--- src/verilog/bft_pkg.sv ---
`default_nettype none

package bft_pkg;

    // ========================================
    // Tree packet fields.
    // ========================================
    localparam int PACKET_BITS = 49;
    localparam int LEAF_BITS = 5;
    localparam int PORT_BITS = 4;
    localparam int ADDR_BITS = 7;
    localparam int PAYLOAD_BITS = 32;

    // Packed from the top: valid, leaf, port, address, payload.
    // The address field carries the per-port sequence number.
    typedef struct packed {
        logic                    valid;
        logic [LEAF_BITS-1:0]    leaf;
        logic [PORT_BITS-1:0]    port;
        logic [ADDR_BITS-1:0]    addr;
        logic [PAYLOAD_BITS-1:0] payload;
    } packet_t;

endpackage

`default_nettype wire

--- src/verilog/leaf_pkg.sv ---
`default_nettype none

package leaf_pkg;

    localparam int WORD_BITS = bft_pkg::PAYLOAD_BITS;

    typedef logic [WORD_BITS-1:0] word_t;

    // Packets addressed to this port write the destination table.
    localparam int CFG_PORT = 0;

    // ========================================
    // Configuration payload, low bits upward.
    // ========================================
    localparam int CFG_TARGET_LSB = 0;
    localparam int CFG_LEAF_LSB = CFG_TARGET_LSB + bft_pkg::PORT_BITS;
    localparam int CFG_DPORT_LSB = CFG_LEAF_LSB + bft_pkg::LEAF_BITS;
    localparam int CFG_EN_POS = CFG_DPORT_LSB + bft_pkg::PORT_BITS;

endpackage

`default_nettype wire

--- src/verilog/leaf_interface.sv ---
`timescale 1ns/10ps
`default_nettype none

module leaf_interface #(
    parameter int LEAF_ID = 1,
    parameter int NUM_IN_PORTS = 7,
    parameter int NUM_OUT_PORTS = 6,
    parameter int FIFO_DEPTH = 4,
    parameter int OUT_DEPTH = 8
) (
    input  wire                                         clk,
    input  wire                                         rst_n,
    input  wire [bft_pkg::PACKET_BITS-1:0]              din_leaf_bft2interface,
    output wire [bft_pkg::PACKET_BITS-1:0]              dout_leaf_interface2bft,
    input  wire                                         resend,
    output wire [NUM_IN_PORTS*leaf_pkg::WORD_BITS-1:0]  dout_leaf_interface2user,
    output wire [NUM_IN_PORTS-1:0]                      vld_interface2user,
    input  wire [NUM_IN_PORTS-1:0]                      ack_user2interface,
    input  wire [NUM_OUT_PORTS*leaf_pkg::WORD_BITS-1:0] din_leaf_user2interface,
    input  wire [NUM_OUT_PORTS-1:0]                     vld_user2interface,
    output wire [NUM_OUT_PORTS-1:0]                     ack_interface2user
);

    localparam int W = leaf_pkg::WORD_BITS;

    wire [NUM_IN_PORTS-1:0] in_push;
    wire [NUM_IN_PORTS-1:0] in_empty;
    wire [NUM_IN_PORTS-1:0] in_full;
    leaf_pkg::word_t in_data;
    wire cfg_we;
    leaf_pkg::word_t cfg_data;

    wire [NUM_OUT_PORTS-1:0] out_pop;
    wire [NUM_OUT_PORTS-1:0] out_empty;
    wire [NUM_OUT_PORTS-1:0] out_full;
    wire [NUM_OUT_PORTS*W-1:0] out_data;

    packet_receiver #(
        .LEAF_ID(LEAF_ID),
        .NUM_IN_PORTS(NUM_IN_PORTS)
    ) rx (
        .clk(clk),
        .rst_n(rst_n),
        .din_leaf_bft2interface(din_leaf_bft2interface),
        .in_full(in_full),
        .push(in_push),
        .push_data(in_data),
        .cfg_we(cfg_we),
        .cfg_data(cfg_data)
    );

    // Words toward the kernel, port 1 in slice 0.
    for (genvar i = 0; i < NUM_IN_PORTS; i++) begin : g_in_q
        stream_fifo #(.payload_t(leaf_pkg::word_t), .DEPTH(FIFO_DEPTH)) in_q (
            .clk(clk),
            .rst_n(rst_n),
            .push(in_push[i]),
            .push_data(in_data),
            .pop(ack_user2interface[i]),
            .pop_data(dout_leaf_interface2user[i*W +: W]),
            .empty(in_empty[i]),
            .full(in_full[i])
        );
    end

    assign vld_interface2user = ~in_empty;

    // Words from the kernel, waiting for the sender.
    for (genvar j = 0; j < NUM_OUT_PORTS; j++) begin : g_out_q
        stream_fifo #(.payload_t(leaf_pkg::word_t), .DEPTH(FIFO_DEPTH)) out_q (
            .clk(clk),
            .rst_n(rst_n),
            .push(vld_user2interface[j] && ack_interface2user[j]),
            .push_data(din_leaf_user2interface[j*W +: W]),
            .pop(out_pop[j]),
            .pop_data(out_data[j*W +: W]),
            .empty(out_empty[j]),
            .full(out_full[j])
        );
    end

    assign ack_interface2user = ~out_full;

    packet_sender #(
        .NUM_OUT_PORTS(NUM_OUT_PORTS),
        .OUT_DEPTH(OUT_DEPTH)
    ) tx (
        .clk(clk),
        .rst_n(rst_n),
        .cfg_we(cfg_we),
        .cfg_data(cfg_data),
        .out_empty(out_empty),
        .out_data(out_data),
        .out_pop(out_pop),
        .resend(resend),
        .dout(dout_leaf_interface2bft)
    );

endmodule

`default_nettype wire

--- src/verilog/leaf_wrapper.sv ---
`timescale 1ns/10ps
`default_nettype none

module leaf_wrapper #(
    parameter int LEAF_ID = 1,
    parameter int NUM_IN_PORTS = 7,
    parameter int NUM_OUT_PORTS = 6,
    parameter int FIFO_DEPTH = 4,
    parameter int OUT_DEPTH = 8
) (
    input  wire                            clk,
    input  wire                            rst_n,
    input  wire [bft_pkg::PACKET_BITS-1:0] din_leaf_bft2interface,
    output wire [bft_pkg::PACKET_BITS-1:0] dout_leaf_interface2bft,
    input  wire                            resend
);

    localparam int W = leaf_pkg::WORD_BITS;

    wire [NUM_IN_PORTS*W-1:0] dout_leaf_interface2user;
    wire [NUM_IN_PORTS-1:0] vld_interface2user;
    wire [NUM_IN_PORTS-1:0] ack_user2interface;
    wire [NUM_OUT_PORTS*W-1:0] din_leaf_user2interface;
    wire [NUM_OUT_PORTS-1:0] vld_user2interface;
    wire [NUM_OUT_PORTS-1:0] ack_interface2user;
    wire [bft_pkg::PACKET_BITS-1:0] dout_tmp;

    // Nothing leaves the leaf while the tree asks for a resend.
    assign dout_leaf_interface2bft = resend ? '0 : dout_tmp;

    leaf_interface #(
        .LEAF_ID(LEAF_ID),
        .NUM_IN_PORTS(NUM_IN_PORTS),
        .NUM_OUT_PORTS(NUM_OUT_PORTS),
        .FIFO_DEPTH(FIFO_DEPTH),
        .OUT_DEPTH(OUT_DEPTH)
    ) leaf_interface_inst (
        .clk(clk),
        .rst_n(rst_n),
        .din_leaf_bft2interface(din_leaf_bft2interface),
        .dout_leaf_interface2bft(dout_tmp),
        .resend(resend),
        .dout_leaf_interface2user(dout_leaf_interface2user),
        .vld_interface2user(vld_interface2user),
        .ack_user2interface(ack_user2interface),
        .din_leaf_user2interface(din_leaf_user2interface),
        .vld_user2interface(vld_user2interface),
        .ack_interface2user(ack_interface2user)
    );

    user_kernel #(
        .NUM_IN_PORTS(NUM_IN_PORTS),
        .NUM_OUT_PORTS(NUM_OUT_PORTS)
    ) user_kernel_inst (
        .clk(clk),
        .rst_n(rst_n),
        .dout_leaf_interface2user(dout_leaf_interface2user),
        .vld_interface2user(vld_interface2user),
        .ack_user2interface(ack_user2interface),
        .din_leaf_user2interface(din_leaf_user2interface),
        .vld_user2interface(vld_user2interface),
        .ack_interface2user(ack_interface2user)
    );

endmodule

`default_nettype wire

--- src/verilog/packet_receiver.sv ---
`timescale 1ns/10ps
`default_nettype none

module packet_receiver #(
    parameter int LEAF_ID = 1,
    parameter int NUM_IN_PORTS = 7
) (
    input  wire                                clk,
    input  wire                                rst_n,
    input  wire [bft_pkg::PACKET_BITS-1:0]     din_leaf_bft2interface,
    input  wire [NUM_IN_PORTS-1:0]             in_full,
    output logic [NUM_IN_PORTS-1:0]            push,
    output leaf_pkg::word_t                    push_data,
    output logic                               cfg_we,
    output leaf_pkg::word_t                    cfg_data
);

    localparam logic [bft_pkg::LEAF_BITS-1:0] MY_LEAF = (bft_pkg::LEAF_BITS)'(LEAF_ID);

    bft_pkg::packet_t pkt;
    logic for_me;
    logic [NUM_IN_PORTS-1:0] sel_q;
    leaf_pkg::word_t payload_q;

    assign pkt = din_leaf_bft2interface;
    assign for_me = pkt.valid && (pkt.leaf == MY_LEAF);

    // Decode on arrival.
    always_ff @(posedge clk) begin
        if (!rst_n) begin
            sel_q <= '0;
            cfg_we <= 1'b0;
        end else begin
            cfg_we <= for_me && (pkt.port == (bft_pkg::PORT_BITS)'(leaf_pkg::CFG_PORT));
            for (int i = 0; i < NUM_IN_PORTS; i++) begin
                sel_q[i] <= for_me && (pkt.port == (bft_pkg::PORT_BITS)'(i + 1));
            end
        end
    end

    always_ff @(posedge clk) begin
        payload_q <= pkt.payload;
    end

    // The full check is made at push time, so a push still in flight
    // is already counted by the queue.
    assign push = sel_q & ~in_full;
    assign push_data = payload_q;
    assign cfg_data = payload_q;

    a_push_onehot: assert property (@(posedge clk) disable iff (!rst_n) $onehot0(push))
        else $error("packet_receiver: more than one queue pushed");

endmodule

`default_nettype wire

--- src/verilog/packet_sender.sv ---
`timescale 1ns/10ps
`default_nettype none

module packet_sender #(
    parameter int NUM_OUT_PORTS = 6,
    parameter int OUT_DEPTH = 8
) (
    input  wire                                        clk,
    input  wire                                        rst_n,
    input  wire                                        cfg_we,
    input  wire leaf_pkg::word_t                       cfg_data,
    input  wire [NUM_OUT_PORTS-1:0]                    out_empty,
    input  wire [NUM_OUT_PORTS*leaf_pkg::WORD_BITS-1:0] out_data,
    output logic [NUM_OUT_PORTS-1:0]                   out_pop,
    input  wire                                        resend,
    output logic [bft_pkg::PACKET_BITS-1:0]            dout
);

    localparam int W = leaf_pkg::WORD_BITS;
    localparam int SEL_BITS = (NUM_OUT_PORTS > 1) ? $clog2(NUM_OUT_PORTS) : 1;

    logic [NUM_OUT_PORTS-1:0] tbl_en;
    logic [bft_pkg::LEAF_BITS-1:0] tbl_leaf [NUM_OUT_PORTS];
    logic [bft_pkg::PORT_BITS-1:0] tbl_port [NUM_OUT_PORTS];
    logic [bft_pkg::ADDR_BITS-1:0] seq [NUM_OUT_PORTS];
    logic [bft_pkg::PORT_BITS-1:0] cfg_target;

    logic [SEL_BITS-1:0] rr_ptr;
    logic [SEL_BITS-1:0] sel;
    logic found;
    logic route;
    bft_pkg::packet_t pkt;
    bft_pkg::packet_t q_head;
    logic q_empty;
    logic q_full;
    logic q_pop;

    // ========================================
    // Destination table.
    // ========================================
    // Target output ports count from 1, as on the user side.
    assign cfg_target = cfg_data[leaf_pkg::CFG_TARGET_LSB +: bft_pkg::PORT_BITS];

    always_ff @(posedge clk) begin
        if (!rst_n) begin
            tbl_en <= '0;
        end else if (cfg_we) begin
            for (int j = 0; j < NUM_OUT_PORTS; j++) begin
                if (cfg_target == (bft_pkg::PORT_BITS)'(j + 1)) begin
                    tbl_en[j] <= cfg_data[leaf_pkg::CFG_EN_POS];
                end
            end
        end
    end

    always_ff @(posedge clk) begin
        for (int j = 0; j < NUM_OUT_PORTS; j++) begin
            if (cfg_we && cfg_target == (bft_pkg::PORT_BITS)'(j + 1)) begin
                tbl_leaf[j] <= cfg_data[leaf_pkg::CFG_LEAF_LSB +: bft_pkg::LEAF_BITS];
                tbl_port[j] <= cfg_data[leaf_pkg::CFG_DPORT_LSB +: bft_pkg::PORT_BITS];
            end
        end
    end

    // ========================================
    // Round robin and packet assembly.
    // ========================================
    always_comb begin
        int idx;
        found = 1'b0;
        sel = rr_ptr;
        for (int k = 1; k <= NUM_OUT_PORTS; k++) begin
            idx = (int'(rr_ptr) + k) % NUM_OUT_PORTS;
            if (!found && !out_empty[idx] && tbl_en[idx]) begin
                found = 1'b1;
                sel = SEL_BITS'(idx);
            end
        end
    end

    assign route = found && !q_full;
    assign out_pop = route ? (NUM_OUT_PORTS'(1) << sel) : '0;

    assign pkt.valid = 1'b1;
    assign pkt.leaf = tbl_leaf[sel];
    assign pkt.port = tbl_port[sel];
    assign pkt.addr = seq[sel];
    assign pkt.payload = out_data[sel*W +: W];

    always_ff @(posedge clk) begin
        if (!rst_n) begin
            rr_ptr <= SEL_BITS'(NUM_OUT_PORTS - 1);
            for (int j = 0; j < NUM_OUT_PORTS; j++) begin
                seq[j] <= '0;
            end
        end else if (route) begin
            rr_ptr <= sel;
            seq[sel] <= seq[sel] + 1'b1;
        end
    end

    // ========================================
    // Outbound queue.
    // ========================================
    stream_fifo #(
        .payload_t(bft_pkg::packet_t),
        .DEPTH(OUT_DEPTH)
    ) out_q (
        .clk(clk),
        .rst_n(rst_n),
        .push(route),
        .push_data(pkt),
        .pop(q_pop),
        .pop_data(q_head),
        .empty(q_empty),
        .full(q_full)
    );

    assign q_pop = !q_empty && !resend;

    // A packet on dout is held through resend and goes out again after.
    always_ff @(posedge clk) begin
        if (!rst_n) begin
            dout <= '0;
        end else if (!resend) begin
            dout <= q_pop ? q_head : '0;
        end
    end

    a_pop_onehot: assert property (@(posedge clk) disable iff (!rst_n) $onehot0(out_pop))
        else $error("packet_sender: more than one output queue popped");

endmodule

`default_nettype wire

--- src/verilog/stream_fifo.sv ---
`timescale 1ns/10ps
`default_nettype none

module stream_fifo #(
    parameter type payload_t = logic [31:0],
    parameter int DEPTH = 4
) (
    input  wire           clk,
    input  wire           rst_n,
    input  wire           push,
    input  wire payload_t push_data,
    input  wire           pop,
    output payload_t      pop_data,
    output logic          empty,
    output logic          full
);

    localparam int PTR_BITS = (DEPTH > 1) ? $clog2(DEPTH) : 1;
    localparam int CNT_BITS = $clog2(DEPTH + 1);

    payload_t mem [DEPTH];
    logic [PTR_BITS-1:0] rd_ptr;
    logic [PTR_BITS-1:0] wr_ptr;
    logic [CNT_BITS-1:0] count;
    logic do_push;
    logic do_pop;

    assign do_push = push && !full;
    assign do_pop = pop && !empty;
    assign empty = (count == '0);
    assign full = (count == CNT_BITS'(DEPTH));
    // Head is shown as soon as it is written.
    assign pop_data = mem[rd_ptr];

    always_ff @(posedge clk) begin
        if (!rst_n) begin
            rd_ptr <= '0;
            wr_ptr <= '0;
            count <= '0;
        end else begin
            if (do_push) begin
                wr_ptr <= (wr_ptr == PTR_BITS'(DEPTH - 1)) ? '0 : wr_ptr + 1'b1;
            end
            if (do_pop) begin
                rd_ptr <= (rd_ptr == PTR_BITS'(DEPTH - 1)) ? '0 : rd_ptr + 1'b1;
            end
            if (do_push && !do_pop) begin
                count <= count + 1'b1;
            end else if (do_pop && !do_push) begin
                count <= count - 1'b1;
            end
        end
    end

    always_ff @(posedge clk) begin
        if (do_push) begin
            mem[wr_ptr] <= push_data;
        end
    end

    // The producer and consumer sit in other modules.
    a_no_pop_empty: assert property (@(posedge clk) disable iff (!rst_n) pop |-> !empty)
        else $error("stream_fifo: pop while empty");
    a_no_push_full: assert property (@(posedge clk) disable iff (!rst_n) push |-> !full)
        else $error("stream_fifo: push while full");

endmodule

`default_nettype wire

--- src/verilog/user_kernel.sv ---
`timescale 1ns/10ps
`default_nettype none

module user_kernel #(
    parameter int NUM_IN_PORTS = 7,
    parameter int NUM_OUT_PORTS = 6
) (
    input  wire                                         clk,
    input  wire                                         rst_n,
    input  wire [NUM_IN_PORTS*leaf_pkg::WORD_BITS-1:0]  dout_leaf_interface2user,
    input  wire [NUM_IN_PORTS-1:0]                      vld_interface2user,
    output wire [NUM_IN_PORTS-1:0]                      ack_user2interface,
    output logic [NUM_OUT_PORTS*leaf_pkg::WORD_BITS-1:0] din_leaf_user2interface,
    output logic [NUM_OUT_PORTS-1:0]                    vld_user2interface,
    input  wire [NUM_OUT_PORTS-1:0]                     ack_interface2user
);

    localparam int W = leaf_pkg::WORD_BITS;

    if (NUM_IN_PORTS != NUM_OUT_PORTS + 1) begin : g_port_check
        $error("user_kernel needs one more input port than output ports");
    end

    logic [NUM_OUT_PORTS-1:0] want;
    logic [NUM_OUT_PORTS-1:0] take;
    wire [NUM_OUT_PORTS+1:0] take_pad;

    // Output j adds inputs j and j+1 once its register can accept a word.
    assign want = vld_interface2user[NUM_OUT_PORTS-1:0] & vld_interface2user[NUM_OUT_PORTS:1]
                & (~vld_user2interface | ack_interface2user);

    // Neighbours share an input; the lower output goes first.
    always_comb begin
        logic prev;
        prev = 1'b0;
        for (int j = 0; j < NUM_OUT_PORTS; j++) begin
            take[j] = want[j] && !prev;
            prev = take[j];
        end
    end

    assign take_pad = {1'b0, take, 1'b0};
    assign ack_user2interface = take_pad[NUM_IN_PORTS-1:0] | take_pad[NUM_IN_PORTS:1];

    always_ff @(posedge clk) begin
        if (!rst_n) begin
            vld_user2interface <= '0;
        end else begin
            for (int j = 0; j < NUM_OUT_PORTS; j++) begin
                if (take[j]) begin
                    vld_user2interface[j] <= 1'b1;
                end else if (ack_interface2user[j]) begin
                    vld_user2interface[j] <= 1'b0;
                end
            end
        end
    end

    always_ff @(posedge clk) begin
        for (int j = 0; j < NUM_OUT_PORTS; j++) begin
            if (take[j]) begin
                din_leaf_user2interface[j*W +: W] <= dout_leaf_interface2user[j*W +: W]
                                                   + dout_leaf_interface2user[(j+1)*W +: W];
            end
        end
    end

endmodule

`default_nettype wire
--- config.mk ---
export PLATFORM = sky130hd
export DESIGN_NAME = leaf_wrapper
export DESIGN_NICKNAME = d
export VERILOG_FILES = /design/src/verilog/bft_pkg.sv /design/src/verilog/leaf_pkg.sv /design/src/verilog/leaf_interface.sv /design/src/verilog/leaf_wrapper.sv /design/src/verilog/packet_receiver.sv /design/src/verilog/packet_sender.sv /design/src/verilog/stream_fifo.sv /design/src/verilog/user_kernel.sv
export SDC_FILE = /design/constraint.sdc
export NUM_CORES = 2
export LEC_CHECK = 0
export BUFFER_PORTS_ARGS = -buffer_cell sky130_fd_sc_hd__buf_2
export CAP_MARGIN = 5
export CORE_UTILIZATION = 46
export CTS_CLUSTER_SIZE = 25
export DETAILED_ROUTE_END_ITERATION = 8
export PLACE_DENSITY_LB_ADDON = 0.08
export SLEW_MARGIN = 0
export SYNTH_ARGS = -nofsm -noshare
export SYNTH_HDL_FRONTEND = slang
export SYNTH_SLANG_ARGS = --single-unit
export TNS_END_PERCENT = 5
--- constraint.sdc ---
create_clock -name clk -period 18 [get_ports clk]
set_clock_uncertainty 0.15 [all_clocks]
set_input_delay 2.7 -clock clk [delete_from_list [all_inputs] [get_ports clk]]
set_output_delay 2.7 -clock clk [all_outputs]
set_load 0.005 [all_outputs]
== Word level (Yosys, flattened, before mapping) ==
Memory sizes are Yosys's and may differ from the RTL's. A register that Yosys moved wholly into a read port is not among the register bits.
Index checks and enable logic that the tools add are counted.

* Add/sub/neg operators: 69
* Div/mod/pow operators: 6
* $lt $le $gt $ge: 6
* Equal/unequal tests: 56
* Shifts and indexed selects: 2
* Muxes and demuxes: 224
* Bitwise operators: 9
* Reductions and logical operators: 220

{| class="wikitable"
|+ Operators by type and width
! cell !! count
|-
| $add 32x32->32 || 6
|-
| $lt 32x5->1 const B || 6
|-
| $mod 32x4->32 const B || 6
|-
| $shiftx 192x9->32 || 1
|-
| $mux 3 || 47
|-
| $mux 2 || 52
|-
| $mux 49 || 2
|-
| $mux 1 || 97
|-
| $logic_and 1x1->1 || 95
|-
| $logic_not 1->1 || 73
|-
| $add 2x1->2 const B || 26
|-
| $eq 2x2->1 const B || 26
|-
| $add 3x1->3 const B || 15
|-
| $eq 3x3->1 const B || 15
|-
| $reduce_bool 2->1 || 20
|-
| $logic_not 3->1 || 13
|-
| $sub 3x1->3 const B || 13
|-
| $bmux 1 s3 || 12
|-
| $eq 4x3->1 const B || 7
|-
| $mux 4 || 7
|-
| $mux 5 || 5
|-
| $reduce_or 5->1 || 5
|-
| $reduce_or 4->1 || 5
|-
| $eq 4x2->1 const B || 4
|-
| other kinds (21) || 34
|}

* Bits in registers: 397
* Bits in writable memories: 2144
* Input bits: 52
* Output and inout port bits: 49
* Memories kept: 17

{| class="wikitable"
|+ Memory list
! memory !! depth !! bits a word !! read ports !! clocked after Yosys merged registers in !! write ports !! line !! text
|-
| leaf_interface_inst.tx.out_q.mem || 8 || 48 || 1 || 1 || 1 || stream_fifo.sv:21 || <nowiki>payload_t mem [DEPTH];</nowiki>
|-
| leaf_interface_inst.g_in_q[0].in_q.mem || 4 || 32 || 1 || 1 || 1 || stream_fifo.sv:21 ||
|-
| leaf_interface_inst.g_in_q[1].in_q.mem || 4 || 32 || 1 || 1 || 1 || stream_fifo.sv:21 ||
|-
| leaf_interface_inst.g_in_q[2].in_q.mem || 4 || 32 || 1 || 1 || 1 || stream_fifo.sv:21 ||
|-
| leaf_interface_inst.g_in_q[3].in_q.mem || 4 || 32 || 1 || 1 || 1 || stream_fifo.sv:21 ||
|-
| leaf_interface_inst.g_in_q[4].in_q.mem || 4 || 32 || 1 || 1 || 1 || stream_fifo.sv:21 ||
|-
| +11 memories || -- || -- || -- || -- || -- || -- ||
|}

== Longest topological paths before layout ==
* Depth in word-level cells: 34
* Gate-level depth with buffers: 24
* Depth with buffers taken out: 21

== Hierarchy ==
A second synthesis with hierarchy kept.

* Cells, all modules: 6255
* Area total of the unflattened synthesis: 109463.7 µm²

{| class="wikitable"
|+ By module, submodules not included
! module !! instances !! cells each !! area each (µm²)
|-
| stream_fifo at leaf_interface_inst.g_in_q[0].in_q ... || 13 || 218 || 5138.7
|-
| user_kernel || 1 || 1575 || 15772.6
|-
| stream_fifo at leaf_interface_inst.tx.out_q || 1 || 642 || 15404.8
|-
| packet_sender || 1 || 1036 || 9855.7
|-
| packet_receiver || 1 || 95 || 1197.4
|-
| leaf_wrapper || 1 || 54 || 344.1
|-
| leaf_interface || 1 || 19 || 86.3
|}

== Worst setup path after synthesis ==
Ideal clock, no wire load.

* Path type: register to register
* Start: register leaf_interface_inst.g_out_q[1].out_q.count[0]
* End: register leaf_interface_inst.g_in_q[6].in_q.count[2]
* Library setup time: 76 ps
* Arrival: 7410 ps
* Required time: 17774 ps
* Path slack: 10364 ps
* Stages on the path, launching flop included: 15
* Path buffers: 0
* Period minus slack after synthesis: 7636 ps
* Cells stage by stage: dfxtp_1 > nor2_1 > and3_1 > nor3_1 > and2_1 > nor2b_1 > nor2b_1 > nor2b_1 > nand2b_1 > ha_1 > inv_1 > fa_1 > xor2_1 > or3_1 > a21boi_0

* Cells in the longest elaborated chain, start to end: 18
* Elaborated cells between the ends (all ways): 20

{| class="wikitable"
|+ RTL lines
! element !! line !! text
|-
| start: declaration || stream_fifo.sv:24 || <nowiki>logic [CNT_BITS-1:0] count;</nowiki>
|-
| start signal: assignment || stream_fifo.sv:48 || <nowiki>count <= count + 1'b1;</nowiki>
|-
| start signal: assignment || stream_fifo.sv:50 || <nowiki>count <= count - 1'b1;</nowiki>
|-
| $eq 3x3->1 (*) || stream_fifo.sv:31 || <nowiki>assign full = (count == CNT_BITS'(DEPTH));</nowiki>
|-
| $not 6->6 (*) || leaf_interface.sv:82 || <nowiki>assign ack_interface2user = ~out_full;</nowiki>
|-
| $or 6x6->6 (*) || user_kernel.sv:30 || <nowiki>& (~vld_user2interface | ack_interface2user);</nowiki>
|-
| $and 6x6->6 (*) || user_kernel.sv:30 ||
|-
| $logic_and 1x1->1 (*) || user_kernel.sv:37 || <nowiki>take[j] = want[j] && !prev;</nowiki>
|-
| named net user_kernel_inst.take[1] || user_kernel.sv:25 || <nowiki>logic [NUM_OUT_PORTS-1:0] take;</nowiki>
|-
| $logic_not 1->1 (*) || user_kernel.sv:37 ||
|-
| $logic_and 1x1->1 (*) || user_kernel.sv:37 ||
|-
| named net user_kernel_inst.take[2] || user_kernel.sv:25 ||
|-
| [2 not listed] || -- ||
|-
| named net user_kernel_inst.take[3] || user_kernel.sv:25 ||
|-
| [2 not listed] || -- ||
|-
| named net user_kernel_inst.take[4] || user_kernel.sv:25 ||
|-
| $logic_not 1->1 (*) || user_kernel.sv:37 ||
|-
| $logic_and 1x1->1 (*) || user_kernel.sv:37 ||
|-
| $or 7x6->7 (*) || user_kernel.sv:43 || <nowiki>assign ack_user2interface = take_pad[NUM_IN_PORTS-1:0] | take_pad[NUM_IN_PORTS:1];</nowiki>
|-
| $logic_and 1x1->1 (*) || stream_fifo.sv:29 || <nowiki>assign do_pop = pop && !empty;</nowiki>
|-
| $logic_not 1->1 || stream_fifo.sv:47 || <nowiki>if (do_push && !do_pop) begin</nowiki>
|-
| $logic_and 1x1->1 || stream_fifo.sv:47 ||
|-
| $mux 3 or $reduce_bool 2->1 (tied branches) || -- ||
|-
| end signal: assignment || stream_fifo.sv:48 ||
|-
| end signal: assignment || stream_fifo.sv:50 ||
|-
| end: declaration || stream_fifo.sv:24 ||
|}

Mark *: on every way through the listed nets, which the timed path passes. The rest lies on a longest branch.
A chain may end at the register's enable or synchronous reset.

==> results by group <==
Clock network
  • CTS H-tree lvls: 5
  • Clock tree buffer depth: 4
  • CTS Hold Bufs: 0
  • Root buffer cell: clkbuf_16
  • Later-pin clock latency in the skew report: ~0.93 ns
  • Setup bufs post-CTS: 0
  • Cts bufs inserted: 293
  • Clk sinks: roughly 2600
  • Clock transition at path regs: ~0.060 ns
  • Resize count post-CTS: 0
  • CTS tree: yes

Pwr
  • Switching part of the total: around 23%
  • Pwr per Cell Area: around 110 mW/mm^2
  • Register share of total power: between 50% and 60%
  • Comb pwr share: between 7 and 8%
  • Switch Pwr: between 3 and 4 mW
  • Worst VDD drop: roughly 0.076 mV
  • Internal power: about 10 mW
  • Leakage: roughly 39 nW
  • Clock share of power: 42.2%
  • Total power draw: around 13 mW

Layout
  • Post-layout net count: 6677
  • Area Growth Syn to Fin: 12.6%
  • Fin util: between 50% and 60%
  • Post-route cell area: 0.120 mm^2
  • Layout cells sized above 1: between 10% and 20%
  • Final cell count without fillers: ~9500

Route
  • Routed len/inst: 27.9 um
  • Drt drc: 0
  • Drt initial violations: just under 5000
  • DR vias/cell: 5.77
  • WL final: between 200000 and 300000 um
  • Post-DRT Antenna Nets: 0
  • Via total after detailed routing: ~55000
  • DRT Pass-1 Iters: 7

Place
  • RePlAce Congestion: 0.847
  • Pre-CTS setup slack: between 10 and 15 ns
  • Dpl hpwl: between 150000 and 200000 um
  • # port buffers: between 90 and 100
  • Placement Cell Area: between 0.1 and 0.15 mm^2
  • Cell count after placement: around 9000

STA
  • Least-Margin Pin Slew: ~1.2 ns
  • Final Hold Viols: 0
  • Fin crit period: approximately 7.6 ns
  • Final TNS setup: 0 ns
  • Relative slew slack: roughly 18%
  • Fin crit share: a little over two fifths
  • Worst hold margin: 0.317 ns
  • Max Clk Rate: ~0.13 GHz
  • Setup ws final: a little over 10 ns
  • Final Max Slew Viols: 0
  • RSZ-0062 raised after global routing: false
  • Final setup viols: 0

Yosys
  • Synth Instances: 6030
  • Seq cells post-synth: 2584
  • Register area share after synthesis: between 70% and 80%
  • Number of synthesized flops with an enable pin: about 2400
  • Yosys cell types: between 90 and 100
  • Syn. warnings: 0
  • Avg Cell Area, Syn: between 15 and 20 um^2
  • Mapped cell area: approximately 0.11 mm^2
  • Async SR Flop Fraction: 0%
  • Top_reg_cell synth: edfxtp_1

GRT
  • Number of global-route vias before repair: 53620
  • Global Route Usage Sum: 23.0%
  • Initial antenna violation count: 24
  • First-pass GRT wire length: between 300000 and 400000 um
  • Total grt overflow: 0
  • Largest net degree at the start of global routing: 67

Min path
  • Worst Hold End: leaf_interface_inst.tx.dout[48]
  • Hold Path Depth: 2
  • HP Class: reg -> reg
  • Hold path startpoint: leaf_interface_inst.tx.dout[48]

Setup path
  • R2R cell count: 17
  • Required time of the critical path: around 18 ns
  • Crit path launch: leaf_interface_inst.tx.rr_ptr[0]
  • Reg-to-reg slack, setup: 10.35 ns
  • Reg-to-Reg End: leaf_interface_inst.tx.out_q.mem[3][21]
  • CP peak stage delay: around 0.80 ns
  • CP endpoint kind: register
  • Crit path max fanout: 50
  • Worst EP arrival: between 8 and 9 ns
  • Critical R2R Launch: leaf_interface_inst.tx.rr_ptr[0]
  • Setup CP Type: reg -> reg
  • CP Launch Type: register
  • CP max stage cell: o311ai_0
  • CP cell instances: ha_1, xor2_2, inv_2, ha_1, nand2b_1, a21o_1, mux4_2, o2111a_1, nor3_2, o21ai_1, a22oi_2, buf_4, buf_4, nor2_1, o311ai_0, o22ai_1, nor2_1

Die
  • Placement Rows: about 180
  • Io pins: about 100
  • Core area: around 0.23 mm^2
  • Die footprint: between 0.2 and 0.25 mm^2
  • Die height: around 480 um
  • Die W: about 480 um
  • Initial Util: 46.5%

Flow run
  • Max_cap viols: 0

Outcome
  • Status: complete, no violations
-- placed cells by master (no fill, tap or decap), types with 134 or more instances in the layout --
cell type / instances
o21ai_0: 141
clkbuf_16: 296
a21oi_1: 149
mux4_2: 516
ha_1: 282
dfxtp_1: 216
mux2i_1: 134
nor2_1: 219
nand2_1: 381
edfxtp_1: 2350
nor2b_1: 135
-- power by group through the flow --
stage          Sequential [mW]  Clock, mW  Combinational [mW]
2_1_floorplan             6.87          0               0.614
3_3_place_gp              6.89          0               0.951
3_5_place_dp              6.89          0               0.977
4_1_cts                   6.76       5.74               0.979
5_1_grt                   6.77       5.97                1.05
6_report                  6.76       5.63               0.961
-- state kept, by name, indices dropped and copies added (netlist names), 4 cells and up, named ones only --
register and count:
leaf_interface_inst.g_out_q.out_q.rd_ptr 12, leaf_interface_inst.tx.tbl_port 24, leaf_interface_inst.rx.sel_q 7, leaf_interface_inst.g_in_q.in_q.rd_ptr 14, leaf_interface_inst.tx.out_q.count 4, leaf_interface_inst.g_in_q.in_q.wr_ptr 14
leaf_interface_inst.tx.dout 49, leaf_interface_inst.g_in_q.in_q.count 21, leaf_interface_inst.g_out_q.out_q.count 18, leaf_interface_inst.tx.tbl_leaf 30, leaf_interface_inst.tx.tbl_en 6, leaf_interface_inst.g_out_q.out_q.mem 768
leaf_interface_inst.rx.cfg_data 32, leaf_interface_inst.tx.out_q.mem 384, user_kernel_inst.vld_user2interface 6, user_kernel_inst.din_leaf_user2interface 192, leaf_interface_inst.tx.seq 56, leaf_interface_inst.g_in_q.in_q.mem 896
leaf_interface_inst.g_out_q.out_q.wr_ptr 12
-- worst max path at each step --
stage                                                        to  slack [ns]  cells past startpoint
finish                  leaf_interface_inst.tx.out_q.mem[3][21]       10.35                     17
detailed placement      leaf_interface_inst.tx.out_q.mem[2][21]       10.27                     17
global route            leaf_interface_inst.tx.out_q.mem[4][15]        9.77                     17
CTS                     leaf_interface_inst.tx.out_q.mem[3][21]       10.25                     17
floorplan           leaf_interface_inst.g_in_q[6].in_q.count[2]       10.36                     14
global placement        leaf_interface_inst.tx.out_q.mem[2][21]       10.36                     17
-- critical path: cells and delay by family (launching register included) --
kind            cells  cell delay [ns]
xor+xnor            1             0.28
mux                 1             0.55
compound gates      6             2.33
buf+inv             3             1.30
fa+ha+maj           2             0.71
simple gates        4             1.21
flops               1             0.76
-- synthesized netlist by cell type, types with 11 or more instances --
master | number | share of area, %
edfxtp_1 | 2350 | 66
mux4_2 | 516 | 11
nand2_1 | 381 | 1.3
ha_1 | 282 | 3.3
dfxtp_1 | 234 | 4.4
nor2_1 | 225 | 0.80
clkbuf_1 | 158 | 0.56
a21oi_1 | 149 | 0.70
o21ai_0 | 141 | 0.66
nor2b_1 | 138 | 0.81
and2_1 | 135 | 0.80
mux2i_1 | 134 | 1.3
xnor2_1 | 127 | 1.0
nand3_1 | 123 | 0.58
inv_1 | 115 | 0.41
nor3_1 | 67 | 0.32
a21o_1 | 66 | 0.47
xor2_1 | 57 | 0.47
a21boi_0 | 51 | 0.36
buf_1 | 45 | 0.16
or3_1 | 37 | 0.22
and3_1 | 34 | 0.20
o22ai_1 | 34 | 0.20
a31oi_1 | 33 | 0.19
o21a_1 | 33 | 0.23
nand2b_1 | 32 | 0.19
a211oi_1 | 25 | 0.18
fa_1 | 20 | 0.38
a211o_1 | 19 | 0.16
o21bai_1 | 16 | 0.11
o311ai_0 | 16 | 0.13
nand4_1 | 15 | 0.088
buf_2 | 14 | 0.066
a21boi_1 | 13 | 0.092
o31ai_1 | 11 | 0.078
-- layout make-up --
type,instances,area (um^2)
clock inverter,129,1130
antenna,10,25.0
multi-input combinational,3116,29800
sequential,2584,75300
tap,3009,3760
clock buffer,371,7800
fill,18349,109000
timing repair buffer,209,1350
inverter,119,447
-- metal layers --
metal / up-vias / part of all wire [%] / GRT usage, %
met5: - / 0 / 0
met4: 0 / 2.5 / 6.33
met3: 377 / 4.8 / 2.81
met2: 1508 / 48 / 37.1
met1: 28741 / 45 / 33.1
li1: 24480 / - / -
-- kinds of logic after synthesis --
kind of cell	after synthesis	share of synthesized area, %
DFF	2584	70.9
adders and majority gates	302	3.70
other	1	0.00353
muxes	659	12.3
and+or+nand+nor	1235	5.67
buffers and inverters	343	1.27
AOI/OAI and AO/OA	719	4.58
xor gates and xnor gates	187	1.57
No activity file was read; power rests on OpenSTA's default activity.
